--- src/hw/assetMemory.sv ---
`timescale 1ns/10ps
`default_nettype none

module assetMemory #(
	parameter int Depth = 256,
	parameter int Width = 8
) (
	input logic Clk,
	input logic We,
	input logic [$clog2(Depth)-1:0] WrAddr,
	input logic [Width-1:0] WrData,
	input logic [$clog2(Depth)-1:0] RdAddr,
	output logic [Width-1:0] RdData
);

	logic [Width-1:0] mem [Depth];

	always_ff @(posedge Clk) begin
		if (We) begin
			mem[WrAddr] <= WrData;
		end
		RdData <= mem[RdAddr];
	end

endmodule

`default_nettype wire

--- config.mk ---
export PLATFORM = sky130hd
export DESIGN_NAME = assetMemory
export DESIGN_NICKNAME = d
export VERILOG_FILES = /design/src/hw/assetMemory.sv
export SDC_FILE = /design/constraint.sdc
export NUM_CORES = 2
export LEC_CHECK = 0
export BUFFER_PORTS_ARGS = -buffer_cell sky130_fd_sc_hd__buf_4
export CAP_MARGIN = 0
export CORE_UTILIZATION = 40
export CTS_CLUSTER_SIZE = 20
export DETAILED_ROUTE_END_ITERATION = 6
export PLACE_DENSITY = 0.61
export SETUP_SLACK_MARGIN = 0.15
export SYNTH_ARGS = -nofsm -noshare
export SYNTH_HDL_FRONTEND = slang
export SYNTH_SLANG_ARGS = --single-unit
export TNS_END_PERCENT = 5
--- constraint.sdc ---
create_clock -name Clk -period 2.35 [get_ports Clk]
set_clock_uncertainty 0.05 [all_clocks]
set_input_delay 0.3525 -clock Clk [delete_from_list [all_inputs] [get_ports Clk]]
set_output_delay 0.3525 -clock Clk [all_outputs]
set_load 0.1 [all_outputs]
* After elaboration in Yosys (flattened, before gate mapping)
Memory sizes are Yosys's and may differ from the RTL's. A register that Yosys moved wholly into a read port is not among the register bits.
Cells that the tools add are included.
** Storage, ports and cells
- Logic and storage cells :: 3
- Memory bits (writable) :: 2048
- Flip-flop bits (word level) :: 0
- Memories kept :: 1
** Memory list
- mem :: depth 256, width 8, rd ports 1, clocked after memory_dff 1, write ports 1, line 16 : logic [Width-1:0] mem [Depth];
** Operators by class
- Muxes and demuxes :: 2
** Operators by type and width (number)
- 2-to-1 mux 1 bit :: 2

* Logic depth before layout (Yosys ltp)
- Word-level depth :: 2
- Depth in mapped cells :: 11
- Mapped depth without buffers :: 6

* Worst setup path after synthesis
No wires, ideal clock.
- Kind :: input -> register
- From :: input port RdAddr[0]
- To :: register RdData[2], read port of mem
- Data arrival time :: 2.159 ns
- Required time :: 2.169 ns
- Path slack :: 0.010 ns
- Stages on the path :: 9
- Library setup time :: 0.131 ns
- Path buffers :: 4
- Cells stage by stage :: buf_6 > buf_12 > buf_8 > buf_2 > mux4_2 > a22oi_1 > a21oi_1 > nor4_1 > nor4_2
** RTL lines
- start, declared :: line 12 : input logic [$clog2(Depth)-1:0] RdAddr,
- end, declared :: line 13 : output logic [Width-1:0] RdData

==> impl_results.md <==
- Synth top area share: 77.3%
- Worst Path Max Fanout: 1
- Total gr overflow: 0
- Max Freq: 442 MHz
- Initial Util: 40.3%
- Ports: 34
- Synth Area in Compound Gates: 3.42%
- Cell taking the most area after synthesis: edfxtp_1
- # rows: 163
- Leakage: 31.2 nW
- Hold path start: WrAddr[2]
- Worst hold path depth: 4
- GP Congestion: 0.847
- Async S/R FF share, synth: 0%
- WL/cell: 28.3 um
- Largest family of logic cells by synthesized area: multiplexers
- Die height: 448 um
- Largest stage delay on the critical path: 0.50 ns
- Worst hold slack: 0.178 ns
- FF-to-FF End: RdData[3]
- Initial antenna violation count: 6
- Hold EP: mem[172][6]
- Post-DP HPWL: 137 mm
- Synthesis-to-layout area growth: 20.7%
- Synth top area cells: edfxtp_1 77%, mux4_2 13%, mux2i_1 1.7%
- Status: finished clean
- Post-synth EDFFs: 2048
- Tot GR Track Use: 20.8%
- Setup CP Type: reg2reg
- Worst-path clk slew: 0.06 ns
- Critical Path RT: 3.01 ns
- Synth Area in Simple Gates: 2.63%
- Pre-antenna DRT Iters: 6
- # clock sinks: 2056
- Ys Warns: 0
- Clock Power Share: 41.9%
- Top_reg_cell synth: edfxtp_1
- Proportion of power drawn by combinational gates: 6.0%
- Reg2reg path depth: 8
- Die footprint: 0.201 mm2
- DIE WIDTH: 448 um
- Total CTS buffers: 206
- Worst reg2reg startpoint: mem[19][3]
- Hold Crit Class: in2reg
- FILL cells: 16200
- Xor and xnor area share after synthesis: 0%
- Slack of the worst reg-to-reg path: 0.09 ns
- Fin crit period: 2.26 ns
- Worst setup EP type: flip-flop
- Most frequent CP cell: buf_4
- Finished Layout Cells: 7347
- Fin crit share: 96.4%
- Wirelength, routed: 208 mm
- Cell Area, Synth: 0.0796 mm2
- Post-placement cell count: 6961
- Port Buffer Count: 33
- Seq cells post-synth: 2056
- Internal: 0.0609 W
- RSZ-0062 raised after global routing: true
- Slew at the pin closest to its max-slew limit: 0.760 ns
- Delay-heaviest family, CP: compound AO/OA/AOI/OAI gates
- TritonCTS clock tree: built
- Adder-Cell Fraction of Synth Area: 0%
- First-pass GRT wire length: 300 mm
- Final net count: 4563
- Max capacitance violation total: 0
- Clk buf depth: 3
- Drt via density: 5.61
- Clock latency on the worst-skew pair: 0.86 ns
- Largest net degree at the start of global routing: 77
- Fin. Hold Viols: 0
- Worst path bufs/invs: 2
- Worst Path Arrival: 2.93 ns
- # DRC: 0
- Maximum resistive drop on vdd: 0.718 mV
- Share of cells above drive strength 1: 34.5%
- Htree depth: 4
- Cell variety after synth: 55
- Mean Syn Cell Area: 21.3 um2
- Post-synth net total: 3759
- Psw: 0.0169 W
- Net Sw Frac: 21.7%
- Multiplexer share of the synthesized area: 14.6%
- Root Buffer: clkbuf_16
- CORE AREA: 0.197 mm2
- Vias in the first global route: 41800
- Pwr Density: 811 mW/mm2
- Initial DRC Count: 5041
- Normalized max-slew margin: 48.9%
- ANT nets after route: 0
- Cells after Synth: 3733
- Max Slew Vio Count: 0
- Place WS: -1.02 ns
- # setup viols final: 0
- Sequential fraction of the synthesis area: 77.5%
- Reg power frac: 52.0%
- Critical path startpoint category: flip-flop
- Setup slack after layout: 0.0854 ns
- Slowest stage cell, crit path: mux4_2
- DR vias: 41200
- Critical-path cell list: mux4_2 -> a22o_1 -> a221oi_2 -> buf_4 -> o221ai_4 -> a211oi_2 -> buf_4 -> nor4_1
[cells in the mapped netlist, drive strengths merged (2+ instances only)]
| master | n |
|---|---|
| a211oi | 16 |
| or2 | 4 |
| nand3b | 2 |
| edfxtp | 2048 |
| nor2 | 282 |
| o211ai | 10 |
| mux2i | 134 |
| a22o | 8 |
| a311oi | 2 |
| mux4 | 456 |
| nand4 | 10 |
| o32ai | 5 |
| o221ai | 47 |
| nor2b | 31 |
| a2111oi | 5 |
| o21ai | 12 |
| a21oi | 96 |
| buf | 122 |
| and2 | 6 |
| a22oi | 133 |
| nor3 | 22 |
| a221oi | 14 |
| nor4 | 27 |
| clkbuf | 111 |
| a31oi | 2 |
| nand2 | 33 |
| nand3 | 34 |
| dfxtp | 8 |
| o22ai | 28 |
| nand2b | 8 |
| o22a | 5 |
| and3b | 2 |
[power groups by stage]
stage          Combinational (W)  Clock, W  Sequential, W
3_3_place_gp             0.00463         0         0.0413
4_1_cts                  0.00474    0.0332         0.0405
5_1_grt                  0.00493    0.0345         0.0405
2_1_floorplan            0.00202         0         0.0414
3_5_place_dp             0.00468         0         0.0413
6_report                 0.00471    0.0326         0.0405
[area by class of cell]
class                   instances  area [um2]  area share (%)
flip-flops and latches       2056       61700            64.2
multi-input cells            1442       16700            17.4
repair buffers                829        7620            7.94
clock buffers                 250        5340            5.56
well taps                    2640        3300            3.44
clock inverters               125        1350            1.40
inverters                       2        7.51         0.00782
diodes                          3        7.51         0.00782
[worst min-delay path: stages]
cell and delay (ns):
buf_4 0.15, nand3_1 0.16, nor2_1 0.08, buf_4 0.15
[per-stage QoR]
stage                     setup TNS (ns)  power [W]  utilization [%]  cell area (um2)
after floorplan                        0     0.0435                -            79800
after global placement             -6.10     0.0459             45.1            89000
after detailed placement           -6.25     0.0459             45.1            89000
after CTS                              0     0.0784             48.6            95900
after global routing                   0     0.0799             48.6            96000
final                                  0     0.0778             48.6            96000
[cells by family after synthesis]
family                 Yosys count
DFF                           2056
muxes                          591
and+or+nand+nor                466
AOI/OAI and AO/OA              385
buffers and inverters          235
[state kept, by name, indices dropped and copies added, names as in the netlist]
signal	count
RdData	8
mem	2048
[per-layer routing]
metal | track usage (%) | vias to the layer above | share of wire (%)
li1 | - | 17300 | -
met5 | 0 | - | 0
met3 | 3.97 | 306 | 7.5
met4 | 6.25 | 0 | 2.9
met2 | 33.6 | 1708 | 48
met1 | 28.8 | 21900 | 41
[how the worst max path moves through the flow]
stage / endpoint / start / depth (start not counted)
3_5_place_dp: RdData[7] / RdAddr[0] / 11
3_3_place_gp: RdData[7] / RdAddr[0] / 10
6_report: RdData[3] / mem[19][3] / 8
4_1_cts: RdData[3] / mem[19][3] / 8
5_1_grt: RdData[7] / mem[139][7] / 7
2_1_floorplan: RdData[0] / RdAddr[0] / 9
[layout by cell type (no fill, tap or decap), drive strengths merged, types with 3 or more instances in the layout]
cell | netlist | routed
a2111oi | 5 | 5
a211oi | 16 | 16
a21oi | 96 | 96
a221oi | 14 | 14
a22o | 8 | 8
a22oi | 133 | 133
and2 | 6 | 6
buf | 122 | 820
bufinv | 0 | 22
clkbuf | 111 | 251
clkinv | 1 | 85
clkinvlp | 0 | 8
dfxtp | 8 | 8
diode | 0 | 3
dlygate4sd3 | 0 | 8
edfxtp | 2048 | 2048
inv | 1 | 12
mux2i | 134 | 134
mux4 | 456 | 456
nand2 | 33 | 33
nand2b | 8 | 8
nand3 | 34 | 34
nand4 | 10 | 10
nor2 | 282 | 282
nor2b | 31 | 31
nor3 | 22 | 22
nor4 | 27 | 27
o211ai | 10 | 10
o21ai | 12 | 12
o221ai | 47 | 47
o22a | 5 | 5
o22ai | 28 | 28
o32ai | 5 | 5
or2 | 4 | 4
[timing repair]
| action | CTS | global route |
|---|---|---|
| pin swaps | 10 | 4 |
| gates resized for setup | 29 | 5 |
| endpoints found under the hold margin | 361 | 0 |
| hold buffers | 8 | 0 |
| endpoints found under the setup margin | 11 | 8 |
| buffers inserted | 0 | 0 |
Note: power is estimated with default switching activity, not from simulation.
