===== src/hw/videoPkg.sv =====
`default_nettype none

package videoPkg;

	localparam int ScreenW = 640;
	localparam int ScreenH = 480;
	typedef logic [9:0] PixCoord;

	// Overworld map texel grid
	localparam int MapW = 128;
	localparam int MapH = 96;
	localparam int MapScale = 4;

	// Start image texel grid
	localparam int StartW = 160;
	localparam int StartH = 120;
	localparam int StartScale = 4;

	// Sprite sheet and the fixed sprite box on screen
	localparam int SheetW = 228;
	localparam int SpriteW = 19;
	localparam int SpriteH = 29;
	localparam int SpriteX0 = 311;
	localparam int SpriteY0 = 340;

	typedef logic [13:0] MapAddr;
	typedef logic [14:0] StartAddr;
	typedef logic [12:0] SheetAddr;
	typedef logic [7:0] PalAddr;

	typedef logic [7:0] PalIndex;
	typedef logic [3:0] SpriteIndex;
	typedef logic [23:0] Rgb;

	// Sprite colours sit at the top of the palette
	localparam int SpritePalBase = 240;

	typedef enum logic [1:0] {assetMap, assetSheet, assetStart, assetPalette} AssetSel;
	localparam int AssetAddrW = 15;

endpackage

`default_nettype wire


===== src/hw/assetLoader.sv =====
`timescale 1ns/10ps
`default_nettype none

module assetLoader import videoPkg::*; (
	input logic Clk,
	input logic rst,
	input logic AssetReq,
	input videoPkg::AssetSel AssetSel,
	output logic AssetAck,
	output logic MapWe,
	output logic SheetWe,
	output logic StartWe,
	output logic PalWe
);

	typedef enum logic [1:0] {loadIdle, loadWrite, loadAck} LoadState;

	LoadState state;
	logic writing;

	always_ff @(posedge Clk) begin
		if (rst) begin
			state <= loadIdle;
		end else begin
			case (state)
				loadIdle: begin
					if (AssetReq) begin
						state <= loadWrite;
					end
				end
				loadWrite: begin
					state <= loadAck;
				end
				default: begin
					// Hold ack until the requester lets go
					if (!AssetReq) begin
						state <= loadIdle;
					end
				end
			endcase
		end
	end

	assign writing = (state == loadWrite);
	assign AssetAck = (state == loadAck);

	assign MapWe = writing && (AssetSel == assetMap);
	assign SheetWe = writing && (AssetSel == assetSheet);
	assign StartWe = writing && (AssetSel == assetStart);
	assign PalWe = writing && (AssetSel == assetPalette);

endmodule

`default_nettype wire


===== config.mk =====
export PLATFORM = sky130hd
export DESIGN_NAME = assetLoader
export DESIGN_NICKNAME = d
export VERILOG_FILES = /design/src/hw/videoPkg.sv /design/src/hw/assetLoader.sv
export SDC_FILE = /design/constraint.sdc
export NUM_CORES = 1
export LEC_CHECK = 0
export ABC_AREA = 0
export CAP_MARGIN = 20
export CORE_AREA = 2 2 39 41
export CTS_CLUSTER_DIAMETER = 200
export DETAILED_ROUTE_END_ITERATION = 12
export DIE_AREA = 0 0 41 43
export DONT_BUFFER_PORTS = 1
export MAX_ROUTING_LAYER = met4
export PLACE_DENSITY = 0.3
export SLEW_MARGIN = 20
export SYNTH_ARGS = -nofsm -noshare
export SYNTH_HDL_FRONTEND = slang
export SYNTH_SLANG_ARGS = --single-unit

===== constraint.sdc =====
create_clock -name Clk -period 1.05 [get_ports Clk]
set_clock_uncertainty 0.2 [all_clocks]
set_input_delay 0.21 -clock Clk [delete_from_list [all_inputs] [get_ports Clk]]
set_output_delay 0.21 -clock Clk [all_outputs]
set_load 0.02 [all_outputs]

# After elaboration in Yosys (flattened, before gate mapping)
# Cells that the tools add are included.
word_totals:
  reg_bits: 2
  inputBits: 5
  output_inout_bits: 5
  elab_cells: 18
classes:
  eq_ne: 7
  muxes: 3
  reduce_logical: 7
op_table:
  columns: ["op", "n"]
  rows:
  - ["2-bit == test (second input constant)", 3]
  - ["2-bit by 1-bit == test with 1-bit output (second input constant)", 2]
  - ["1-bit logical AND", 4]
  - ["2-bit zero test", 2]
  - ["2-bit two-way mux", 2]
  - ["2-bit case mux with 2 select lines", 1]
  - ["3-bit by 1-bit inequality test with 1-bit output (second input constant)", 1]
  - ["2-bit inequality test (second input constant)", 1]
  - ["2-bit AND reduction", 1]

# Depth between registers and ports, before layout
logic_depth:
  ltp_word: 3
  ltp_mapped: 2
  depth_no_buf: 2

# Worst setup path before layout
# Ideal clock, no wire load.
synth_path:
  kind: "register to output"
  from: "register state[1]"
  to: "output port StartWe"
  t_arrival_ps: 1031
  required_ps: 640
  path_slack_ps: -391
  stages_incl_launch_ff: 3
  path_cell_list: "dfxtp_1 -> nand2b_1 -> nor3b_1"
synth_via:
  elab_chain_cells: 2
synth_lines:
  columns: ["item", "line", "source"]
  rows:
  - ["start, declared", "assetLoader.sv:18", "LoadState state;"]
  - ["start signal, assigned", "assetLoader.sv:23", "state <= loadIdle;"]
  - ["start signal, assigned", "assetLoader.sv:28", "state <= loadWrite;"]
  - ["start signal, assigned", "assetLoader.sv:32", "state <= loadAck;"]
  - ["2-bit by 1-bit == test with 1-bit output", "assetLoader.sv:44", "assign writing = (state == loadWrite);"]
  - ["1-bit logical AND", "assetLoader.sv:49", "assign StartWe = writing && (AssetSel == assetStart);"]
  - ["end, declared", "assetLoader.sv:12", "output logic StartWe,"]
# No other way between the ends.

# Worst setup path in the final report
layout_path:
  from: "register state[1]"
  to: "output port SheetWe"
layout_via:
  elab_chain_cells: 2
layout_lines:
  columns: ["item", "line", "source"]
  rows:
  - ["2-bit by 1-bit == test with 1-bit output", "assetLoader.sv:44", null]
  - ["1-bit logical AND", "assetLoader.sv:48", "assign SheetWe = writing && (AssetSel == assetSheet);"]
  - ["end, declared", "assetLoader.sv:11", "output logic SheetWe,"]
# No other way between the ends.

==> flow_summary.json <==
{
  "outcome": "finished, violations left",
  "violated_checks": "setup timing",
  "antenna_found_initial": 0,
  "type_of_the_setup_path_with_the_least_slack": "reg2out",
  "registers.top_by_ff_count": "state",
  "fmaxAchievable_mhz": 698,
  "hold_slack_ns": 0.253,
  "share_of_the_synthesized_area_in_the_top_cell_type": 0.368,
  "antennaDiodeCount": 0,
  "worst_path_largest_cell_delay_ns": 0.32,
  "core_um2": 1380,
  "crit_path_cell_trace": "nand2b_4 -> nor3b_4",
  "total_leakage_power_nw": 0.119,
  "critPathLaunchType": "flop",
  "timing.reg2reg.setup_slack_ns": -0.23,
  "viasPerCell": 3.90,
  "tightestPinTransition_ns": 0.282,
  "final_common_cell": "sky130_fd_sc_hd__buf_6",
  "synth.ff_latch_count": 2,
  "layout.cells.most_common_list": "4 x sky130_fd_sc_hd__buf_6, 3 x sky130_fd_sc_hd__clkbuf_4, 2 x sky130_fd_sc_hd__nor3b_4, 2 x sky130_fd_sc_hd__nor2b_4, 2 x sky130_fd_sc_hd__dlygate4sd3_1",
  "syn-num-nets": 17,
  "timing_max_transition_violations_final": 0,
  "syn2layout_area_growth_pct": 189,
  "vias_in_the_first_global_route": 160,
  "die_w_um": 41,
  "final_min_period_over_clock_period": 1.36,
  "number_of_vias_after_detailed_routing": 152,
  "gr-total-overflow": 0,
  "unrepaired_setup_endpoints_after_global_routing": "yes",
  "wl_per_cell_um": 9.41,
  "report.power.total_w": 0.000350,
  "placed_cells_incl_taps": 30,
  "antenna_violating_nets_post_route": 0,
  "cts_inserted_buffers": 3,
  "setup_total_negative_slack_ns": -2.02,
  "post_synth_instance_area_um2": 109,
  "die_h_um": 43,
  "rows": 14,
  "timing_hold_violations_final": 0,
  "post-dp-hpwl_um": 242,
  "place_ws_ns": -0.179,
  "finalWorstSetupSlack_ns": -0.383,
  "flip_flop_count_of_the_largest_register_all_copies_and_words_added": 2,
  "place.port_buffers": 0,
  "drive_above_1_share": 0.870,
  "setup-violations-final": 6,
  "critPathRequiredTime_ns": 0.64,
  "maxSlewHeadroom": 0.812,
  "post_synthesis_average_cell_area_um2": 9.07,
  "min-delay-path-class": "in2out",
  "fill_cells": 147,
  "ys_seq_area_frac": 0.368,
  "finalWirelength_um": 367,
  "max_cap_viol_count": 0,
  "design.portCount": 10,
  "synth-warning-count": 0,
  "clk_pin_slew_ns": 0.03,
  "nNetsFinal": 30,
  "path_delay_family": "simple AND/OR/NAND/NOR gates",
  "tritoncts": "done",
  "clk_root_buffer_cell": "sky130_fd_sc_hd__clkbuf_4",
  "number_of_instances_in_the_synthesized_netlist": 12,
  "irDropWorstVdd_v": 0.000344,
  "grt_pass1_wl_um": 621,
  "clock_sink_count": 2,
  "arrival_ns": 1.02,
  "grt_start_max_net_pins": 5,
  "cp_slowest_cell": "sky130_fd_sc_hd__dfxtp_2",
  "final_period_minus_worst_setup_slack_ns": 1.43,
  "post-synth-top-area-cell": "sky130_fd_sc_hd__dfxtp_1",
  "worstSetupEndpointType": "primary output",
  "largestRegisters": "state x2",
  "overall_global_routing_resource_usage": 0.0657,
  "path_buf_inv": 0,
  "first_pass_iters": 1,
  "critPathMaxFanout": 4,
  "ys_top_cells_by_area": "sky130_fd_sc_hd__dfxtp_1 37%, sky130_fd_sc_hd__nor3b_1 14%, sky130_fd_sc_hd__nor4b_2 14%, sky130_fd_sc_hd__nor2b_1 11%, sky130_fd_sc_hd__and3_1 5.7%",
  "power_density_nw_per_um2": 1120,
  "final_cells": 39,
  "initialDrtViolationCount": 0,
  "start_util": 0.0787,
  "insertion_delay_ns": 0.22,
  "drc": 0,
  "die_area_um2": 1760,
  "synthDistinctLibCells": 9,
  "cts_htree_levels": 1,
  "global_placement_routability_congestion": 0.526,
  "cts-root-to-sink-buffers": 2
}
[layer usage]
layer / vias up / GRT usage / routed length, µm / share of wire
li1: 69 / - / - / -
met1: 69 / 0.0607 / 121 / 0.33
met2: 12 / 0.0750 / 187 / 0.51
met3: 2 / 0.0314 / 42 / 0.11
met4: 0 / 0.100 / 15 / 0.041
met5: - / - / 0 / 0
[cells in the mapped netlist]
master / instances
sky130_fd_sc_hd__a21oi_1: 1
sky130_fd_sc_hd__and3_1: 1
sky130_fd_sc_hd__dfxtp_1: 2
sky130_fd_sc_hd__nand2_1: 1
sky130_fd_sc_hd__nand2b_1: 1
sky130_fd_sc_hd__nor2b_1: 2
sky130_fd_sc_hd__nor3_1: 1
sky130_fd_sc_hd__nor3b_1: 2
sky130_fd_sc_hd__nor4b_2: 1
[timing repair]
| action | 4_1_cts | 5_1_grt |
|---|---|---|
| gates cloned | 0 | 0 |
| endpoints found under the setup margin | 6 | 7 |
| hold buffers | 2 | 0 |
| pin swaps | 3 | 3 |
| gates resized for setup | 8 | 2 |
| setup buffers | 4 | 1 |
| hold endpoints to repair | 2 | 0 |
[kinds of logic after synthesis]
group	synth area share
flip-flops	0.368
AND/OR/NAND/NOR	0.586
AO/OA/AOI/OAI	0.0459
[report_power, final]
| part | internal (W) | total (W) | switching, W |
|---|---|---|---|
| Sequential | 0.0000816 | 0.0000886 | 0.00000698 |
| Combinational | 0.0000579 | 0.0000915 | 0.0000336 |
| Clock | 0.000126 | 0.000170 | 0.0000443 |
[path summary, 6_finish.rpt]
kind,startpoint,endpoint,cells past startpoint
worst min-delay path,AssetSel[0],MapWe,1
worst max-delay path,state[1],SheetWe,2
worst min register to register,state[1],state[1],3
worst max register to register,state[0],state[0],5
[worst reg2reg max path: stages, from the launching register on]
cell and delay, ns:
sky130_fd_sc_hd__dfxtp_4 0.35, sky130_fd_sc_hd__nor2b_4 0.13, sky130_fd_sc_hd__buf_6 0.10, sky130_fd_sc_hd__buf_6 0.10, sky130_fd_sc_hd__buf_6 0.10, sky130_fd_sc_hd__nor4b_2 0.19
[metrics by stage]
| step | utilization | instance area (µm²) |
|---|---|---|
| after global placement | 0.140 | 194 |
| after detailed placement | 0.140 | 194 |
| after CTS | 0.216 | 299 |
| after floorplan | - | 159 |
| final | 0.227 | 314 |
| after global routing | 0.227 | 314 |
[area by class of cell]
cell class	count	area [µm²]	share of cell area
multi-input combinational	10	134	0.426
clock buffer	3	22.5	0.0717
tap	16	20.0	0.0637
timing repair buffer	8	92.6	0.295
sequential	2	45.0	0.143
Power figures use the tool's default switching activity.
