$ cat config.mk
export PLATFORM = sky130hd
export DESIGN_NAME = pixelCompositor
export DESIGN_NICKNAME = d
export VERILOG_FILES = /design/src/hw/videoPkg.sv /design/src/hw/gamePkg.sv /design/src/hw/pixelCompositor.sv
export SDC_FILE = /design/constraint.sdc
export NUM_CORES = 1
export LEC_CHECK = 0
export BUFFER_PORTS_ARGS = -buffer_cell sky130_fd_sc_hd__buf_4
export CORE_ASPECT_RATIO = 0.8
export CORE_MARGIN = 2
export CORE_UTILIZATION = 37
export DETAILED_ROUTE_END_ITERATION = 8
export PLACE_DENSITY = 0.82
export SLEW_MARGIN = 5
export SYNTH_ARGS = -nofsm -noshare
export SYNTH_HDL_FRONTEND = slang
export SYNTH_SLANG_ARGS = --single-unit
$ cat constraint.sdc
create_clock -name Clk -period 2.8 [get_ports Clk]
set_input_delay 0.56 -clock Clk [delete_from_list [all_inputs] [get_ports Clk]]
set_output_delay 0.56 -clock Clk [all_outputs]
set_load 0.005 [all_outputs]
$ cat src/hw/videoPkg.sv
`default_nettype none

package videoPkg;

	localparam int ScreenW = 640;
	localparam int ScreenH = 480;
	typedef logic [9:0] PixCoord;

	// Overworld map texel grid
	localparam int MapW = 128;
	localparam int MapH = 96;
	localparam int MapScale = 4;

	// Start image texel grid
	localparam int StartW = 160;
	localparam int StartH = 120;
	localparam int StartScale = 4;

	// Sprite sheet and the fixed sprite box on screen
	localparam int SheetW = 228;
	localparam int SpriteW = 19;
	localparam int SpriteH = 29;
	localparam int SpriteX0 = 311;
	localparam int SpriteY0 = 340;

	typedef logic [13:0] MapAddr;
	typedef logic [14:0] StartAddr;
	typedef logic [12:0] SheetAddr;
	typedef logic [7:0] PalAddr;

	typedef logic [7:0] PalIndex;
	typedef logic [3:0] SpriteIndex;
	typedef logic [23:0] Rgb;

	// Sprite colours sit at the top of the palette
	localparam int SpritePalBase = 240;

	typedef enum logic [1:0] {assetMap, assetSheet, assetStart, assetPalette} AssetSel;
	localparam int AssetAddrW = 15;

endpackage

`default_nettype wire

$ cat src/hw/gamePkg.sv
`default_nettype none

package gamePkg;

	typedef enum logic {modeStart, modeOverworld} GameMode;

	typedef enum logic [1:0] {
		dirUp = 2'd0,
		dirRight = 2'd1,
		dirDown = 2'd2,
		dirLeft = 2'd3
	} Dir;

	// Walk cycle with a rest frame between the stride frames
	typedef enum logic [1:0] {rest1, move1, rest2, move2} WalkPhase;

	localparam logic [7:0] KeyStart = 8'h2C;

	typedef logic signed [11:0] CamCoord;

	localparam CamCoord CamStartX = 12'sd100;
	localparam CamCoord CamStartY = 12'sd100;

	// Inclusive camera range
	localparam CamCoord CamMinX = -12'sd310;
	localparam CamCoord CamMaxX = 12'sd952;
	localparam CamCoord CamMinY = -12'sd339;
	localparam CamCoord CamMaxY = 12'sd595;

	// Frame ticks per animation step
	localparam int StepTicks = 8;

	// Sheet column of each frame by direction then phase
	localparam logic [7:0] FrameOffset [4][4] = '{
		'{8'd133, 8'd114, 8'd133, 8'd152},
		'{8'd190, 8'd171, 8'd190, 8'd209},
		'{8'd19, 8'd0, 8'd19, 8'd38},
		'{8'd76, 8'd57, 8'd76, 8'd95}
	};

endpackage

`default_nettype wire

$ cat src/hw/pixelCompositor.sv
`timescale 1ns/10ps
`default_nettype none

module pixelCompositor
	import videoPkg::*;
	import gamePkg::*;
(
	input logic Clk,
	input logic rst,
	input logic InSprite,
	input logic MapInside,
	input GameMode ModeD,
	input logic EnableD,
	input PalIndex MapData,
	input SpriteIndex SheetData,
	input PalIndex StartData,
	output PalAddr PalRdAddr,
	input Rgb PalData,
	output logic [7:0] Red,
	output logic [7:0] Green,
	output logic [7:0] Blue
);

	logic blackC;
	logic blackD;

	always_comb begin
		if (ModeD == modeStart) begin
			PalRdAddr = PalAddr'(StartData);
		end else if (InSprite && (SheetData != '0)) begin
			// Sprite index 0 is transparent
			PalRdAddr = PalAddr'(SpritePalBase + int'(SheetData));
		end else begin
			PalRdAddr = PalAddr'(MapData);
		end
	end

	assign blackC = !EnableD || ((ModeD == modeOverworld) && !MapInside);

	// Black flag lines up with the palette output
	always_ff @(posedge Clk) begin
		if (rst) begin
			blackD <= 1'b1;
			{Red, Green, Blue} <= '0;
		end else begin
			blackD <= blackC;
			{Red, Green, Blue} <= blackD ? Rgb'(0) : PalData;
		end
	end

endmodule

`default_nettype wire

== Yosys cells after proc, flatten, opt, wreduce, memory -nomap -nowiden ==
Index checks and enable logic that the tools add are counted.

* $add $sub $neg: 1
* $mul: 0
* Div/mod/pow operators: 0
* $lt $le $gt $ge: 0
* Equality and inequality tests: 0
* Shifts and indexed selects: 0
* Muxes and demuxes: 2
* Bitwise gates (word level): 0
* Reductions and logical operators: 7

{| class="wikitable"
|+ Operators by type and width
! operator !! count
|-
| $mux 8 || 2
|-
| $add 8x4->8 const A || 1
|-
| $reduce_bool 4->1 || 1
|-
| $logic_and 1x1->1 || 2
|-
| $logic_not 1->1 || 2
|-
| $reduce_or 2->1 || 1
|-
| $logic_or 1x1->1 || 1
|}

* Flip-flop bits (word level): 25
* Latch bits: 0
* Bits in writable memories: 0
* ROM bits: 0
* Output and inout port bits: 32
* Word-level logic and storage cells: 14
* Memories kept: 0

== Depth between registers and ports, before layout ==
* Depth in word-level cells: 4
* Depth in mapped cells: 4
* Depth with buffers taken out: 3

== Least setup slack after synthesis ==
Ideal clock, no wire load.

* Kind: input to output
* Start: input port ModeD
* End: output port PalRdAddr[4]
* Arrival: 1.162 ns
* Setup slack: 1.078 ns
* Cell stages on the path: 4
* Buffers on the path: 1
* Cell sequence: buf_4 nand2_1 or2_1 nand2_1

* Word-level cells in the longest chain between the ends: 1

{| class="wikitable"
|+ Ends and longest elaborated chain
! what !! RTL line !! text
|-
| start, declared || pixelCompositor.sv:12 || <nowiki>input GameMode ModeD,</nowiki>
|-
| $mux 8 || pixelCompositor.sv:28 || <nowiki>if (ModeD == modeStart) begin</nowiki>
|-
| end, declared || pixelCompositor.sv:17 || <nowiki>output PalAddr PalRdAddr,</nowiki>
|}

No other way between the ends.

== Worst setup path after layout ==
* Start: input port SheetData[0]
* End: output port PalRdAddr[1]

* Word-level cells in the longest chain between the ends: 4

{| class="wikitable"
|+ Ends and longest elaborated chain
! what !! RTL line !! text
|-
| start, declared || pixelCompositor.sv:15 || <nowiki>input SpriteIndex SheetData,</nowiki>
|-
| parallel branches: the longest is 2 deep, another holds $add 8x4->8 || -- ||
|-
| $mux 8 (*) || pixelCompositor.sv:30 || <nowiki>end else if (InSprite && (SheetData != '0)) begin</nowiki>
|-
| $mux 8 (*) || pixelCompositor.sv:28 ||
|}

Every way passes the cells marked *.

==> metrics.md <==
| Metric | Value |
|---|---|
| Run status | `finished, final reports clean` |
| Clock transition at the registers of the reported paths | `0.13 ns` |
| Synth async-reset ratio | `0%` |
| Worst-path maximum fanout | `5` |
| Hold_buf cts | `0` |
| Vias post-DR | `865` |
| Rel. slew slack | `78.71%` |
| Gr busiest metal | `met2` |
| Final setup TNS | `0 ns` |
| Critical path required time | `2.24 ns` |
| Buf/Inv on CP | `2` |
| RSZ-0062 raised after global routing | `false` |
| Worst skew pair latency | `0.32 ns` |
| Post-CTS setup buffer count | `0` |
| Starting DRT DRC Count | `19` |
| I/O pin count | `82` |
| Worst Tran Pin Value | `0.3169 ns` |
| CP peak stage delay | `0.36 ns` |
| Arr. time, crit path | `1.51 ns` |
| CP dominant cell by count | `buf_4` |
| Overall power | `643.4 uW` |
| Pin count of the biggest net entering global routing | `25` |
| GRT met1 Usage | `18.00%` |
| Deepest clock path buffer count | `2` |
| Area contributors post-synth | `dfxtp_1 59%, and2_1 18%, mux2i_1 4.7%` |
| Cts repair resizes | `0` |
| Final period utilization | `73.91%` |
| Top post-synthesis cells by count | `25 x dfxtp_1, 24 x and2_1, 9 x nand2_1` |
| Inserted Diodes | `0` |
| Avg Cell Area, Syn | `10.19 um^2` |
| Final layout net count | `217` |
| First-pass GRT wire length | `3.477 mm` |
| PortBufs | `81` |
| Core area | `0.002158 mm^2` |
| Crit-path cells | `buf_4 -> nor4_4 -> o22ai_1 -> a21oi_1 -> buf_4` |
| Vias in the first global route | `811` |
| Dpl hpwl | `1.951 mm` |
| Sequential fraction of the synthesis area | `59.17%` |
| Predominant post-synthesis flop cell | `dfxtp_1` |
| Max Cap Viol | `0` |
| Max-slew violations | `0` |
| GR met3 Demand/Resource | `6.612%` |
| Pwr/cell area | `426.8 mW/mm^2` |
| CTS H-tree lvls | `1` |
| Die ar. | `0.002687 mm^2` |
| Max rail drop VDD | `313.2 uV` |
| HP Class | `in -> reg` |
| Clock skew | `0.002340 ns` |
| Site row count | `15` |
| Slowest CP cell | `nor4_4` |
| Clock root cell | `clkbuf_4` |
| Ys Warns | `0` |
| Final-layout fill cell count | `173` |
| Share of cells above drive strength 1 | `52.41%` |
| GR Util met2 | `33.41%` |
| Die Width | `57.46 um` |
| Initial antenna violation count | `0` |
| Grt ovf | `0` |
| # DRC | `0` |
| Setup Viol. Count Final | `0` |
| F_max | `0.4832 GHz` |
| GRT Util Overall | `17.56%` |
| Starting Density | `39.19%` |
| Synthesized area | `845.8 um^2` |
| Top cell type by total area after synthesis | `dfxtp_1` |
| Area fraction of the dominant cell type after synthesis | `59.17%` |
| Clock sink count | `25` |
| Post-synth EDFFs | `0` |
| Post-Synthesis Cells | `83` |
| Tmin final | `2.070 ns` |
| Leak | `0.7800 nW` |
| Setup Crit Path Kind | `in -> out` |
| Drt wl/cell | `12.18 um` |
| Routed vias/inst | `4.529` |
| Pre-antenna DRT Iters | `4` |
| Final Hold Viols | `0` |
| Routed wire length | `2.326 mm` |
| Die Y | `46.77 um` |
| CP endpoint kind | `output pin` |
| CTS tree | `built` |
| Gpl congestion | `0.7846` |
| Delay-heaviest family, CP | `simple AND/OR/NAND/NOR gates` |
| Worst setup SP type | `input pin` |
| ANT nets after route | `0` |
| FF+latch count, synth | `25` |
| CTS Buf Count | `3` |
| Cell variety after synth | `13` |
| Most numerous cell in the Yosys netlist | `dfxtp_1` |
| Area growth, synth to finish | `78.25%` |
| Syn nets | `133` |
[report_power, final]
group	internal (mW)	switching (mW)	leakage, nW
sequential	0.364	0.00238	0.203
combinational	0.0789	0.0381	0.563
clock	0.0546	0.105	0.0139
[placed cells by master (no fill, tap or decap)]
cell type	count
and2_1	24
a21oi_1	4
buf_4	82
nand2_1	9
clkbuf_4	3
or2_1	1
o211ai_1	1
clkinvlp_4	1
mux2i_1	4
nor4_4	1
inv_1	2
dfxtp_1	25
o22ai_1	4
nor2_1	5
[stage by stage]
stage	instances	area (um^2)	utilization (%)	hold WS, ns	setup WS, ns
global route	191	1508	69.86	0.4110	0.6754
floorplan	83	845.8	-	0.5441	1.078
CTS	191	1508	69.86	0.4038	0.7300
finish	191	1508	69.86	0.4168	0.7305
detailed placement	187	1478	68.46	0.7219	0.7404
global placement	187	1478	68.46	0.7218	0.8054
[sequential cells by signal, indices dropped and copies added, names as in the netlist]
name / flops
Green: 8
blackD: 1
Red: 8
Blue: 8
[path summary, 6_finish.rpt]
| kind | startpoint | slack, ns | to | cells past startpoint |
|---|---|---|---|---|
| min reg2reg | blackD | 0.74 | Blue[0] | 3 |
| max reg2reg | blackD | 1.97 | Blue[5] | 3 |
| max | SheetData[0] | 0.73 | PalRdAddr[1] | 5 |
| min | MapInside | 0.42 | blackD | 2 |
[final cells by class]
| cell class | count | area (um^2) | share of cell area, % |
|---|---|---|---|
| tap | 25 | 31.28 | 2.075 |
| clock buffer | 3 | 22.52 | 1.494 |
| timing repair buffer | 82 | 615.6 | 40.83 |
| clock inverter | 1 | 7.507 | 0.4979 |
| sequential | 25 | 500.5 | 33.19 |
| inverter | 2 | 7.507 | 0.4979 |
| multi-input combinational | 53 | 322.8 | 21.41 |
[cell families after synthesis]
| family | after synthesis | synth area share (%) |
|---|---|---|
| simple gates | 40 | 27.22 |
| flops | 25 | 59.17 |
| compound gates | 9 | 6.213 |
| buf+inv | 5 | 2.664 |
| mux | 4 | 4.734 |
[metal layers]
layer  vias to the layer above  part of all wire [%]  wire length [um]
met1                       376                    35               820
met3                         5                    12               286
met5                         -                     0                 0
met2                        55                    51              1184
met4                         0                   1.5                35
li1                        429                     -                 -
Power figures use the tool's default switching activity.
