**config.mk**
```make
export PLATFORM = sky130hd
export DESIGN_NAME = walkController
export DESIGN_NICKNAME = d
export VERILOG_FILES = /design/src/hw/gamePkg.sv /design/src/hw/walkController.sv
export SDC_FILE = /design/constraint.sdc
export NUM_CORES = 1
export LEC_CHECK = 0
export BUFFER_PORTS_ARGS = -buffer_cell sky130_fd_sc_hd__clkbuf_2
export CAP_MARGIN = 10
export CORE_MARGIN = 2
export CORE_UTILIZATION = 53
export CTS_BUF_LIST = sky130_fd_sc_hd__clkbuf_16
export DETAILED_ROUTE_END_ITERATION = 10
export HOLD_SLACK_MARGIN = 0.03
export PLACE_DENSITY = 0.76
export SLEW_MARGIN = 20
export SYNTH_ARGS = -nofsm -noshare
export SYNTH_HDL_FRONTEND = slang
export SYNTH_SLANG_ARGS = --single-unit
```
**constraint.sdc**
```tcl
create_clock -name Clk -period 3.2 [get_ports Clk]
set_input_delay 0.16 -clock Clk [delete_from_list [all_inputs] [get_ports Clk]]
set_output_delay 0.16 -clock Clk [all_outputs]
set_load 0.01 [all_outputs]
```
**src/hw/gamePkg.sv**
```systemverilog
`default_nettype none

package gamePkg;

	typedef enum logic {modeStart, modeOverworld} GameMode;

	typedef enum logic [1:0] {
		dirUp = 2'd0,
		dirRight = 2'd1,
		dirDown = 2'd2,
		dirLeft = 2'd3
	} Dir;

	// Walk cycle with a rest frame between the stride frames
	typedef enum logic [1:0] {rest1, move1, rest2, move2} WalkPhase;

	localparam logic [7:0] KeyStart = 8'h2C;

	typedef logic signed [11:0] CamCoord;

	localparam CamCoord CamStartX = 12'sd100;
	localparam CamCoord CamStartY = 12'sd100;

	// Inclusive camera range
	localparam CamCoord CamMinX = -12'sd310;
	localparam CamCoord CamMaxX = 12'sd952;
	localparam CamCoord CamMinY = -12'sd339;
	localparam CamCoord CamMaxY = 12'sd595;

	// Frame ticks per animation step
	localparam int StepTicks = 8;

	// Sheet column of each frame by direction then phase
	localparam logic [7:0] FrameOffset [4][4] = '{
		'{8'd133, 8'd114, 8'd133, 8'd152},
		'{8'd190, 8'd171, 8'd190, 8'd209},
		'{8'd19, 8'd0, 8'd19, 8'd38},
		'{8'd76, 8'd57, 8'd76, 8'd95}
	};

endpackage

`default_nettype wire

```
**src/hw/walkController.sv**
```systemverilog
`timescale 1ns/10ps
`default_nettype none

module walkController import gamePkg::*; (
	input logic Clk,
	input logic rst,
	input logic FrameTick,
	input logic [7:0] Keycode,
	input logic Moving,
	input Dir Direction,
	output GameMode Mode,
	output Dir Facing,
	output WalkPhase Phase,
	output CamCoord CameraX,
	output CamCoord CameraY
);

	logic [$clog2(StepTicks)-1:0] stepCount;
	logic startGame;
	logic walking;
	logic stepping;

	assign startGame = FrameTick && (Mode == modeStart) && (Keycode == KeyStart);
	assign walking = FrameTick && (Mode == modeOverworld);

	// A step only when already facing the way we move
	assign stepping = walking && Moving && (Direction == Facing);

	always_ff @(posedge Clk) begin
		if (rst) begin
			Mode <= modeStart;
		end else if (startGame) begin
			Mode <= modeOverworld;
		end
	end

	always_ff @(posedge Clk) begin
		if (rst) begin
			Facing <= dirUp;
			Phase <= rest1;
			stepCount <= '0;
		end else if (walking) begin
			if (!Moving) begin
				Phase <= rest1;
			end else if (Direction != Facing) begin
				// Turn in place
				Facing <= Direction;
				Phase <= rest1;
			end else begin
				if (stepCount == ($clog2(StepTicks))'(StepTicks - 1)) begin
					stepCount <= '0;
				end else begin
					stepCount <= stepCount + 1'b1;
				end
				if (stepCount == '0) begin
					Phase <= WalkPhase'(Phase + 2'd1);
				end
			end
		end
	end

	always_ff @(posedge Clk) begin
		if (rst) begin
			CameraX <= '0;
			CameraY <= '0;
		end else if (startGame) begin
			CameraX <= CamStartX;
			CameraY <= CamStartY;
		end else if (stepping) begin
			case (Facing)
				dirUp: begin
					if (CameraY > CamMinY) begin
						CameraY <= CameraY - 12'sd1;
					end
				end
				dirDown: begin
					if (CameraY < CamMaxY) begin
						CameraY <= CameraY + 12'sd1;
					end
				end
				dirLeft: begin
					if (CameraX > CamMinX) begin
						CameraX <= CameraX - 12'sd1;
					end
				end
				default: begin
					if (CameraX < CamMaxX) begin
						CameraX <= CameraX + 12'sd1;
					end
				end
			endcase
		end
	end

endmodule

`default_nettype wire

```
== Word-level counts from Yosys, hierarchy flattened ==
Cells that the tools add are included.
Storage, ports and cells
  flip-flop bits (word level): 32
  bits in latches: 0
  memory bits (writable): 0
  bits in read-only memories: 0
  input port bits: 14
  logic and storage cells: 70
  memories: 0
Cells by class
  $add $sub $neg: 6
  multiply operators: 0
  div/mod/pow operators: 0
  order comparisons: 4
  equal/unequal tests: 14
  shifts and indexed selects: 0
  mux-type cells: 14
  bitwise gates (word level): 3
  reduce and logical (&&, ||, !) cells: 21
Operators by type and width (count)
  12-bit 2-to-1 mux: 4
  12-bit one-hot mux with 2 select lines: 2
  7-bit 2-to-1 mux: 4
  12-bit by 2-bit adder with 12-bit output (second input constant): 2
  12-bit by 10-bit > comparator with 1-bit output (second input constant): 2
  12-bit by 11-bit < comparator with 1-bit output (second input constant): 2
  12-bit by 2-bit subtractor with 12-bit output (second input constant): 2
  4-bit AND reduction: 4
  3-bit != test (second input constant): 3
  8-bit by 6-bit == test with 1-bit output (second input constant): 1
  2-bit 2-to-1 mux: 3
  2-bit != test (second input constant): 3
  3-bit AND reduction: 2
  2-bit nonzero test: 3
  3-bit nonzero test: 2
  1-bit logical AND: 5
  2-bit == test (second input constant): 2
  2-bit OR reduction: 2
  3-bit by 1-bit adder with 3-bit output (second input constant): 1
  3-bit == test (second input constant): 1
  3-bit logical NOT: 1
  3-bit 2-to-1 mux: 1
  3-bit by 1-bit != test with 1-bit output (second input constant): 1
  1-bit NOT: 3
  other kinds (6): 6

== Longest topological paths before layout ==
  depth in word-level cells: 5
  depth in mapped cells: 10

== Least setup slack after synthesis ==
Ideal clock, no wire load.
  path kind: reg2reg
  start: reg Facing[0]
  end: reg CameraY[11]
  library setup time: 0.070 ns
  arrival: 2.508 ns
  data required time: 3.130 ns
  path slack: 0.623 ns
  stages on the path, launching flop included: 10
  path buffers: 1
  period minus slack after synthesis: 2.577 ns
  cell sequence: dfxtp_1 > buf_2 > nand2b_1 > ha_1 > a21o_1 > a21oi_1 > mux2i_1 > nand4b_1 > or4_1 > a21oi_1
On the way
  longest elaborated chain between the ends: 3
Ends and longest elaborated chain
  start: declaration: line walkController.sv:12  | output Dir Facing,
  start signal: assignment: line walkController.sv:39  | Facing <= dirUp;
  start signal: assignment: line walkController.sv:47  | Facing <= Direction;
  2-bit == test, or another cell as far along: line walkController.sv:70  | case (Facing)
  2-bit != test (no line), or another cell as far along
  4-bit AND reduction (no line)
  end signal: assignment: line walkController.sv:68  | CameraY <= CamStartY;
  end signal: assignment: line walkController.sv:73  | CameraY <= CameraY - 12'sd1;
  end signal: assignment: line walkController.sv:78  | CameraY <= CameraY + 12'sd1;
  end: declaration: line walkController.sv:15  | output CamCoord CameraY
Parallel ways exist; a longest one is shown, timed or not.
A chain may end at the register's enable or synchronous reset.

== Worst setup path after layout ==
  start: reg Facing[1]
  end: reg CameraY[11]
The elaborated chain is that of the path after synthesis.

==> metrics <==
full die area=5460 um2; vias post-DR=2613; top cells by area, synth=dfxtp_1 (25%), ha_1 (11%), a21oi_1 (6.8%), nor2_1 (5.2%), o21ai_0 (4.6%); Max Fanout on Critical Path=11; synth unique cells=52; RSZ-0062 raised after global routing=false; Worst Hold Launch=Direction[0]; FP Rows=25; Leak=1.31 nW; worst setup margin=0.409 ns; Post-synth EDFFs=0; Routed WL=6540 um; Net Count, Synth=362; initial DRC count=107; first drt pass iteration count=4; ANT nets after route=0; Routed WL per cell=15.1 um; CP Class=reg -> reg; CTS tree=built; status=finished, final reports clean; Clock transition at path regs=0.06 ns; DRC viols=0; H-tree depth=2; Final #Nets=403; vias in the first global route=2391; crit end category=flip-flop; n_diodes=0; post-synthesis cell area=2590 um2; placed inst area=2860 um2; placed insts=424; cts bufs inserted=5; Worst R2R Setup Slack=0.41 ns; CTS root buffer=clkbuf_16; maximum clock path buffer count=2; largest net degree at the start of global routing=18; Crit path required time=3.41 ns; Clock Latency Late Sink=0.28 ns; Port-buffer cells=42; number of non-filler instances in the completed layout=432; most frequent cells after synthesis=nor2_1 (36), a21oi_1 (35), dfxtp_1 (32); Hold Violations, Final=0; design area=3020 um2; Arr. time, crit path=3.00 ns; post-DP HPWL=4900 um; Slew @ Worst Pin=0.724 ns; RD Place Congestion=0.920; Max Transition Viols Final=0; Final min period=2.79 ns; # resized after CTS=0; ys flop type=dfxtp_1; Worst Hold End=Facing[0]; asr flop ratio synth=0%; GRT Total Usage=25.0%; vias per cell=6.05; CTS sink cnt=32; layout cell share with drive strength beyond 1=16.7%; initial core utilization=54.8%; Fmax=358 MHz; most frequent cell after synthesis=nor2_1; Power per Cell Area=319 nW/um2; first-pass GRT wire length=11000 um; pre-CTS WS=0.486 ns; IO Pins=43; flop and latch count out of synthesis=32; sequential-to-total area share from yosys stat=24.7%; mean post-synth cell area=8.02 um2; Setup crit start kind=flip-flop; Post-CTS Setup Inserts=0; area grow syn2layout=16.7%; Slew headroom=51.6%; GRT overflow=0; skew final=0.00602 ns; cell depth of the worst hold path=3; Worst R2R Path Depth=8; Finish-stage setup viols=0; worst hold-check path type=in -> reg; Peak supply drop=0.000209 V; DIE HEIGHT=73.9 um; Core ar.=4720 um2; antenna violations before repair=0; Reg-to-Reg Start=Facing[1]; Worst R2R End=CameraY[11]; final setup TNS=0 ns; Synth top area share=24.7%; Final period util=87.2%; Yosys warnings=0; area leader, netlist=dfxtp_1; hold_buf cts=0; Synth Instances=323; Max-Cap Viols=0; Hold WS=0.165 ns; die width=73.9 um
-- placed cells by master (no fill, tap or decap), drive strengths merged, types with 5 or more instances in the layout --
cell type / netlist / routed
a211oi: 10 / 10
a21o: 7 / 7
a21oi: 35 / 35
clkbuf: 6 / 47
dfxtp: 32 / 32
ha: 23 / 23
inv: 9 / 9
mux2i: 10 / 10
nand2: 15 / 15
nand3: 13 / 13
nor2: 36 / 36
o211ai: 5 / 5
o21ai: 25 / 25
or3: 6 / 6
xnor2: 13 / 13
-- worst max path at each step --
stage / slack [ns] / cells past startpoint / to / from
4_1_cts: 0.45 / 8 / CameraY[11] / Facing[1]
3_5_place_dp: 0.49 / 8 / CameraY[11] / Facing[1]
6_report: 0.41 / 8 / CameraY[11] / Facing[1]
5_1_grt: 0.08 / 8 / CameraY[11] / Facing[1]
2_1_floorplan: 0.62 / 9 / CameraY[11] / Facing[0]
3_3_place_gp: 0.57 / 8 / CameraY[11] / Facing[0]
-- worst max-delay path, stage by stage, from the launching register on --
cell and delay, ns:
dfxtp_1 0.52, nand2b_1 0.37, ha_1 0.51, nand2_1 0.07, o21ai_0 0.38, a21oi_1 0.12
nand4b_1 0.20, or4_1 0.41, a21oi_1 0.14
-- per-stage QoR --
stage / util, % / power, mW
floorplan: - / 0.422
global placement: 60.5 / 0.434
detailed placement: 60.5 / 0.434
CTS: 64.0 / 0.964
global route: 64.0 / 0.988
finish: 64.0 / 0.963
-- layer usage --
metal	GRT usage (%)	up-vias	wire [um]
met5	0	-	0
met4	6.67	0	95
met3	4.53	10	285
met2	42.0	71	3120
met1	32.8	1228	3050
li1	-	1304	-
-- final cells by class --
cell class | count | area [um2]
Tap cell | 67 | 83.8
Inverter | 9 | 33.8
Fill cell | 418 | 1700
Sequential cell | 32 | 641
Multi-Input combinational cell | 271 | 1870
Clock inverter | 3 | 37.5
Timing Repair Buffer | 45 | 233
Clock buffer | 5 | 125
-- cells by family (layout without fill, tap and decap cells) --
| family | after synthesis | after routing | share of synthesized area (%) |
|---|---|---|---|
| and+or+nand+nor | 109 | 109 | 22.2 |
| muxes | 11 | 11 | 4.30 |
| AOI/OAI and AO/OA | 111 | 111 | 27.9 |
| buffers and inverters | 20 | 62 | 3.14 |
| adders and majority gates | 25 | 25 | 12.7 |
| xor gates and xnor gates | 15 | 15 | 5.07 |
| DFF | 32 | 32 | 24.7 |
-- sequential cells by signal, indices dropped and copies added, names as in the netlist --
register	count
CameraX	12
CameraY	12
stepCount	3
Facing	2
Phase	2
Mode	1
-- power breakdown --
group	switching (mW)	internal (mW)
logic	0.0159	0.0107
clock network	0.176	0.361
registers	0.000404	0.399
Note: power is estimated with default switching activity, not from simulation.
