**src/hw/videoPkg.sv**
```systemverilog
`default_nettype none

package videoPkg;

	localparam int ScreenW = 640;
	localparam int ScreenH = 480;
	typedef logic [9:0] PixCoord;

	// Overworld map texel grid
	localparam int MapW = 128;
	localparam int MapH = 96;
	localparam int MapScale = 4;

	// Start image texel grid
	localparam int StartW = 160;
	localparam int StartH = 120;
	localparam int StartScale = 4;

	// Sprite sheet and the fixed sprite box on screen
	localparam int SheetW = 228;
	localparam int SpriteW = 19;
	localparam int SpriteH = 29;
	localparam int SpriteX0 = 311;
	localparam int SpriteY0 = 340;

	typedef logic [13:0] MapAddr;
	typedef logic [14:0] StartAddr;
	typedef logic [12:0] SheetAddr;
	typedef logic [7:0] PalAddr;

	typedef logic [7:0] PalIndex;
	typedef logic [3:0] SpriteIndex;
	typedef logic [23:0] Rgb;

	// Sprite colours sit at the top of the palette
	localparam int SpritePalBase = 240;

	typedef enum logic [1:0] {assetMap, assetSheet, assetStart, assetPalette} AssetSel;
	localparam int AssetAddrW = 15;

endpackage

`default_nettype wire

```
**src/hw/gamePkg.sv**
```systemverilog
`default_nettype none

package gamePkg;

	typedef enum logic {modeStart, modeOverworld} GameMode;

	typedef enum logic [1:0] {
		dirUp = 2'd0,
		dirRight = 2'd1,
		dirDown = 2'd2,
		dirLeft = 2'd3
	} Dir;

	// Walk cycle with a rest frame between the stride frames
	typedef enum logic [1:0] {rest1, move1, rest2, move2} WalkPhase;

	localparam logic [7:0] KeyStart = 8'h2C;

	typedef logic signed [11:0] CamCoord;

	localparam CamCoord CamStartX = 12'sd100;
	localparam CamCoord CamStartY = 12'sd100;

	// Inclusive camera range
	localparam CamCoord CamMinX = -12'sd310;
	localparam CamCoord CamMaxX = 12'sd952;
	localparam CamCoord CamMinY = -12'sd339;
	localparam CamCoord CamMaxY = 12'sd595;

	// Frame ticks per animation step
	localparam int StepTicks = 8;

	// Sheet column of each frame by direction then phase
	localparam logic [7:0] FrameOffset [4][4] = '{
		'{8'd133, 8'd114, 8'd133, 8'd152},
		'{8'd190, 8'd171, 8'd190, 8'd209},
		'{8'd19, 8'd0, 8'd19, 8'd38},
		'{8'd76, 8'd57, 8'd76, 8'd95}
	};

endpackage

`default_nettype wire

```
**src/hw/pixelAddressGen.sv**
```systemverilog
`timescale 1ns/10ps
`default_nettype none

module pixelAddressGen
	import videoPkg::*;
	import gamePkg::*;
(
	input logic Clk,
	input logic rst,
	input PixCoord DrawX,
	input PixCoord DrawY,
	input logic DisplayEnable,
	input GameMode Mode,
	input Dir Facing,
	input WalkPhase Phase,
	input CamCoord CameraX,
	input CamCoord CameraY,
	output MapAddr MapRdAddr,
	output SheetAddr SheetRdAddr,
	output StartAddr StartRdAddr,
	output logic InSprite,
	output logic MapInside,
	output GameMode ModeD,
	output logic EnableD
);

	CamCoord worldX;
	CamCoord worldY;
	logic overworld;
	logic onScreen;
	logic inSpriteC;
	logic mapInsideC;

	// World position under the current pixel
	assign worldX = CamCoord'({2'b00, DrawX}) + CameraX;
	assign worldY = CamCoord'({2'b00, DrawY}) + CameraY;

	assign overworld = (Mode == modeOverworld);
	assign onScreen = (DrawX < ScreenW) && (DrawY < ScreenH);

	assign mapInsideC = (worldX >= 0) && (worldX < MapW * MapScale) &&
		(worldY >= 0) && (worldY < MapH * MapScale);

	assign inSpriteC = (DrawX >= SpriteX0) && (DrawX < SpriteX0 + SpriteW) &&
		(DrawY >= SpriteY0) && (DrawY < SpriteY0 + SpriteH);

	always_comb begin
		MapRdAddr = '0;
		SheetRdAddr = '0;
		StartRdAddr = '0;
		if (overworld && mapInsideC) begin
			MapRdAddr = MapAddr'((int'(worldY) / MapScale) * MapW + int'(worldX) / MapScale);
		end
		if (overworld && inSpriteC) begin
			SheetRdAddr = SheetAddr'(SheetW * (int'(DrawY) - SpriteY0) +
				(int'(DrawX) - SpriteX0) + int'(FrameOffset[Facing][Phase]));
		end
		if (!overworld && onScreen) begin
			StartRdAddr = StartAddr'((int'(DrawY) / StartScale) * StartW +
				int'(DrawX) / StartScale);
		end
	end

	// Flags travel alongside the memory read
	always_ff @(posedge Clk) begin
		if (rst) begin
			InSprite <= 1'b0;
			MapInside <= 1'b0;
			ModeD <= modeStart;
			EnableD <= 1'b0;
		end else begin
			InSprite <= inSpriteC;
			MapInside <= mapInsideC;
			ModeD <= Mode;
			EnableD <= DisplayEnable;
		end
	end

endmodule

`default_nettype wire

```
**config.mk**
```make
export PLATFORM = sky130hd
export DESIGN_NAME = pixelAddressGen
export DESIGN_NICKNAME = d
export VERILOG_FILES = /design/src/hw/videoPkg.sv /design/src/hw/gamePkg.sv /design/src/hw/pixelAddressGen.sv
export SDC_FILE = /design/constraint.sdc
export NUM_CORES = 1
export LEC_CHECK = 0
export BUFFER_PORTS_ARGS = -buffer_cell sky130_fd_sc_hd__buf_4
export CAP_MARGIN = 20
export CORE_MARGIN = 2
export CORE_UTILIZATION = 55
export DETAILED_ROUTE_END_ITERATION = 6
export GPL_TIMING_DRIVEN = 0
export PLACE_DENSITY = 0.91
export SYNTH_ARGS = -nofsm -noshare
export SYNTH_HDL_FRONTEND = slang
export SYNTH_SLANG_ARGS = --single-unit
```
**constraint.sdc**
```tcl
create_clock -name Clk -period 8.5 [get_ports Clk]
set_input_delay 0 -clock Clk [delete_from_list [all_inputs] [get_ports Clk]]
set_output_delay 0 -clock Clk [all_outputs]
set_load 0.005 [all_outputs]
```
# Word level (Yosys, flattened, before mapping)
# Cells that the tools add are included.
[classes] mul=2 addsub=10 reduce_logical=13 n_lt_le_gt_ge=12 muxes=9 bitwise=4
[ops] operator="$bmux 32 s2" n=1
[ops] operator="$mux 32" n=2
[ops] operator="$lt 10x9->1 const B" n=3
[ops] operator="$add 11x12->12" n=2
[ops] operator="$ge 12x1->1 const B" n=2
[ops] operator="$sub 10x9->11 const B" n=2
[ops] operator="$ge 10x9->1 const B" n=2
[ops] operator="$bmux 8 s2" n=1
[ops] operator="$mux 8" n=2
[ops] operator="$add 15x8->15" n=1
[ops] operator="$mux 15" n=1
[ops] operator="$add 14x1->14" n=1
[ops] operator="$add 14x14->14" n=1
[ops] operator="$mux 14" n=1
[ops] operator="$add 13x11->13" n=1
[ops] operator="$add 13x9->13" n=1
[ops] operator="$mux 13" n=1
[ops] operator="$lt 12x10->1 const B" n=1
[ops] operator="$lt 12x11->1 const B" n=1
[ops] operator="$mul 7x11->11 const A" n=1
[ops] operator="$logic_and 1x1->1" n=10
[ops] operator="$lt 10x10->1 const B" n=1
[ops] operator="$mul 8x3->10 const B" n=1
[ops] operator="$add 7x1->7" n=1
[ops] operator="other kinds (5)" n=9
[word_totals] register_bits=4 output_inout_bits=46 inputBits=52

# Longest topological paths before layout
[depth] word_depth=9 depth_mapped=24

# Worst setup path before layout
# Ideal clock, no wire load.
[synth_path] kind="input -> output" from="input DrawY[2]" to="output SheetRdAddr[12]" path_buffers=0 cell_stages=24 arrival_time_ps=4227 t_required_ps=8500 path_slack_ps=4273 cell_sequence="inv_1 > ha_1 > xnor2_1 > ha_1 > inv_1 > fa_1 > inv_1 > ha_1 > inv_1 > fa_1 > inv_1 > ha_1 > a21oi_1 > xnor2_1 > ha_1 > xor2_1 > xnor2_1 > xnor2_1 > xnor2_1 > xnor2_1 > xnor2_1 > xnor2_1 > xnor2_1 > nor2_1"
[synth_between] elab_chain_len=5 elab_cells_between_ends=10 classes_between="3 x add/sub; 1 x mul; 2 x order compare; 1 x mux; 3 x reduce/logical"
[synth_lines] item="start, declared" line="pixelAddressGen.sv:11" source="input PixCoord DrawY,"
[synth_lines] item="$sub 10x9->11 or $ge 10x9->1 (tied branches)" line="pixelAddressGen.sv:55, pixelAddressGen.sv:45"
[synth_lines] item="$mul 7x11->11 or $logic_and 1x1->1 (tied branches)" line="pixelAddressGen.sv:55, pixelAddressGen.sv:44"
[synth_lines] item="$add 13x11->13 or $logic_and 1x1->1 (tied branches)" line="pixelAddressGen.sv:55, pixelAddressGen.sv:45"
[synth_lines] item="$add 13x9->13 or $logic_and 1x1->1 (tied branches)" line="pixelAddressGen.sv:56, pixelAddressGen.sv:54"
[synth_lines] item="$mux 13 *" line="pixelAddressGen.sv:54" source="if (overworld && inSpriteC) begin"
[synth_lines] item="end, declared" line="pixelAddressGen.sv:19" source="output SheetAddr SheetRdAddr,"
# Every way passes the cells marked *; elsewhere a longest branch is shown, timed or not.

# Worst setup path in the final report
# Ends and elaborated chain as after synthesis.

==> summary.txt <==
Worst setup path
  – Critical path required time: 8.50 ns
  – Type of the worst setup path: in -> out
  – Startpoint types: input pin
  – CP endpoint kind: primary output
  – Worst Path Arrival: just under 5 ns
  – Crit path from: DrawY[2]
  – Worst-path maximum fanout: 7

Timing
  – Worst slew pin tran: a little over 0.5 ns
  – Unrepaired setup endpoints after global routing: false
  – Final Slew Violations: 0
  – Highest Clock Rate: roughly 200 MHz
  – Slew Limit Headroom: approximately two thirds
  – Final period demand of the worst path: 4.968 ns
  – Setup-failing EPs final: 0
  – Setup tns final: 0 ns
  – Endpoints failing hold: 0
  – Period utilization: 58.45%
  – Final worst setup slack: around 3.5 ns

Clock tree
  – CTS Buf Count: 3
  – CTS clk-pin slew, worst paths: 0.03 ns
  – Max H-tree Level: 1
  – CTS tree: done
  – Clock sinks: 4
  – CTS root buf: clkbuf_8
  – CTS max path bufs: 2

Worst hold path
  – Beginning of the worst hold path: DisplayEnable
  – Hold Path Class: in -> reg

GRT
  – GRT Total Usage: 25.55%
  – Initial antenna violation count: 0
  – Grt ovf: 0
  – First-pass GRT wire length: 18.70 mm
  – Number of global-route vias before repair: 4,384
  – Largest net degree at the start of global routing: 11

Drt
  – Detailed router's first-iteration violation count: ~130
  – DR WL/cell: 14.40 um
  – Post-Route WL: 11.39 mm
  – # DRC: 0
  – Routed Antenna Nets: 0
  – Vias: 4,464
  – Drt pass-1 iters: 4
  – Vias per cell: 5.643

Floorplanning
  – Floorplan row count: 32
  – Die Area: 0.008794 mm2
  – Die Ht: between 90 and 100 um
  – Io pins: 98
  – Die Wd: 93.78 um
  – Core Box Area: 0.007767 mm2
  – Starting Density: 57.07%

Synthesis
  – Warnings from Yosys: 0
  – Library cells used by synthesis: 65
  – Post-Synthesis Cells: 589
  – Top FF cell, synth: dfxtp_1
  – Syn nets: 751
  – Sequential area share after synthesis: 1.806%
  – Syn Area/Cell: about 7.5 um2
  – Synthesized cell area: 0.004433 mm2
  – Async SR Flop Fraction: 0%
  – Seq cells post-synth: 4
  – Post-synth EDFFs: 0

Final layout
  – Share of layout cells above drive strength 1: 17.85%
  – ANT cells: 0
  – Fin cells: a little under 800
  – Nets: 853
  – # fillers: 636
  – Area growth, synth to finish: 20.29%

Run status
  – Status: finished clean

Pwr
  – Worst ir drop on vdd: 0.1335 mV
  – Leak pwr: about 2.7 nW
  – PwrDens: around 180 mW/mm2

Job
  – Max-cap viol count: 0

Placed design
  – Gpl congestion: around 0.9
  – Placed insts: slightly below 800
  – IO buf count: between 90 and 100
  – DP HPWL: 9.748 mm
  – Pre-CTS setup slack: 3.561 ns
cell type report:
class                   instances  area, um2  area share [%]
multi-input cells             502       4031           75.60
repair buffers                 97      730.7           13.70
inverters                      74      277.8           5.209
well taps                     102      127.6           2.393
flip-flops and latches          4      80.08           1.502
plain buffers                   9      43.79          0.8212
clock buffers                   3      41.29          0.7743
layout by cell type, fill, tap and decap left out, types with 7 or more instances in the layout:
master    synthesis  routed
a21oi_1          34      34
nand2_1          27      27
fa_1             19      19
nor2_1           58      58
a31oi_1           9       9
nor2b_1          11      11
buf_4             0      96
and2_1           11      11
xor2_1           23      23
a21o_1           11      11
ha_1             91      91
nor3_1           11      11
nand4_1           9       9
o21ai_0          35      35
inv_1            74      74
nand2b_1          7       7
xnor2_1          60      60
nand3_1          11      11
where the power goes:
| group | internal (mW) | total (mW) | switching, mW | leakage (nW) |
|---|---|---|---|---|
| clock | 0.0304 | 0.0430 | 0.0125 | 0.0216 |
| sequential | 0.0195 | 0.0199 | 0.000439 | 0.0328 |
| combinational | 0.423 | 0.888 | 0.465 | 2.61 |
metal layers:
metal  part of all wire [%]  track usage (%)  vias up
met3                    4.8            2.247       24
met1                     43            31.35     2088
met5                      0                0        -
met4                    2.0            4.952        0
li1                       -                -     2230
met2                     50            48.33      122
path summary, 6_finish.rpt:
check / cells after the start / endpoint
setup / recovery: 26 / SheetRdAddr[12]
hold / removal: 2 / EnableD
flip-flops by register name (all words and copies together), names as in the netlist:
register and count:
EnableD 1, InSprite 1, MapInside 1, ModeD 1
stage by stage:
| stage | utilization, % | power [mW] | instance area, um2 | hold slack [ns] |
|---|---|---|---|---|
| 2_1_floorplan | - | 0.7294 | 4433 | 0.07161 |
| 3_3_place_gp | 67.99 | 0.8613 | 5281 | 0.2046 |
| 3_5_place_dp | 67.99 | 0.8974 | 5281 | 0.2087 |
| 4_1_cts | 68.65 | 0.9508 | 5333 | 0.003074 |
| 5_1_grt | 68.65 | 1.069 | 5333 | 0.004613 |
| 6_report | 68.65 | 0.9512 | 5333 | 0.005363 |
worst max-delay path, stage by stage:
cell and delay [ns]:
buf_4 0.15, inv_1 0.15, ha_1 0.29, xnor2_1 0.34
ha_1 0.20, inv_1 0.05, fa_1 0.51, inv_1 0.05
ha_1 0.26, inv_1 0.05, fa_1 0.52, inv_1 0.04
ha_1 0.30, a21oi_1 0.17, xnor2_1 0.14, ha_1 0.19
xor2_1 0.20, xnor2_1 0.17, xnor2_1 0.18, xnor2_1 0.16
xnor2_1 0.17, xnor2_1 0.16, xnor2_1 0.16, xnor2_1 0.14
nor2_1 0.05, buf_4 0.15
synthesized netlist by cell type (3+ instances only):
cell      count  area, um2
ha_1         91       1139
inv_1        74      277.8
xnor2_1      60      525.5
nor2_1       58      217.7
o21ai_0      35      175.2
a21oi_1      34      170.2
nand2_1      27      101.4
xor2_1       23      201.4
fa_1         19      380.4
a21o_1       11      82.58
and2_1       11      68.82
nand3_1      11      55.05
nor2b_1      11      68.82
nor3_1       11      55.05
a31oi_1       9      56.30
nand4_1       9      56.30
nand2b_1      7      43.79
and3_1        6      37.54
clkbuf_1      6      22.52
o21a_1        5      37.54
or2_2         5      31.28
dfxtp_1       4      80.08
o21bai_1      4      30.03
or3_1         4      25.02
a211oi_1      3      22.52
a311oi_1      3      26.28
nor3b_1       3      22.52
cells by family after synthesis:
| group | after synthesis | share of synthesized area, % |
|---|---|---|
| mux | 2 | 0.4798 |
| buf+inv | 83 | 7.254 |
| flops | 4 | 1.806 |
| xor+xnor | 83 | 16.40 |
| simple gates | 178 | 21.06 |
| compound gates | 129 | 18.74 |
| fa+ha+maj | 110 | 34.26 |
repair_timing:
item / CTS / global route
gates resized for setup: 0 / 0
setup buffers: 0 / 0
hold endpoints to repair: 4 / 0
hold buffers: 1 / 0
Power figures use the tool's default switching activity.
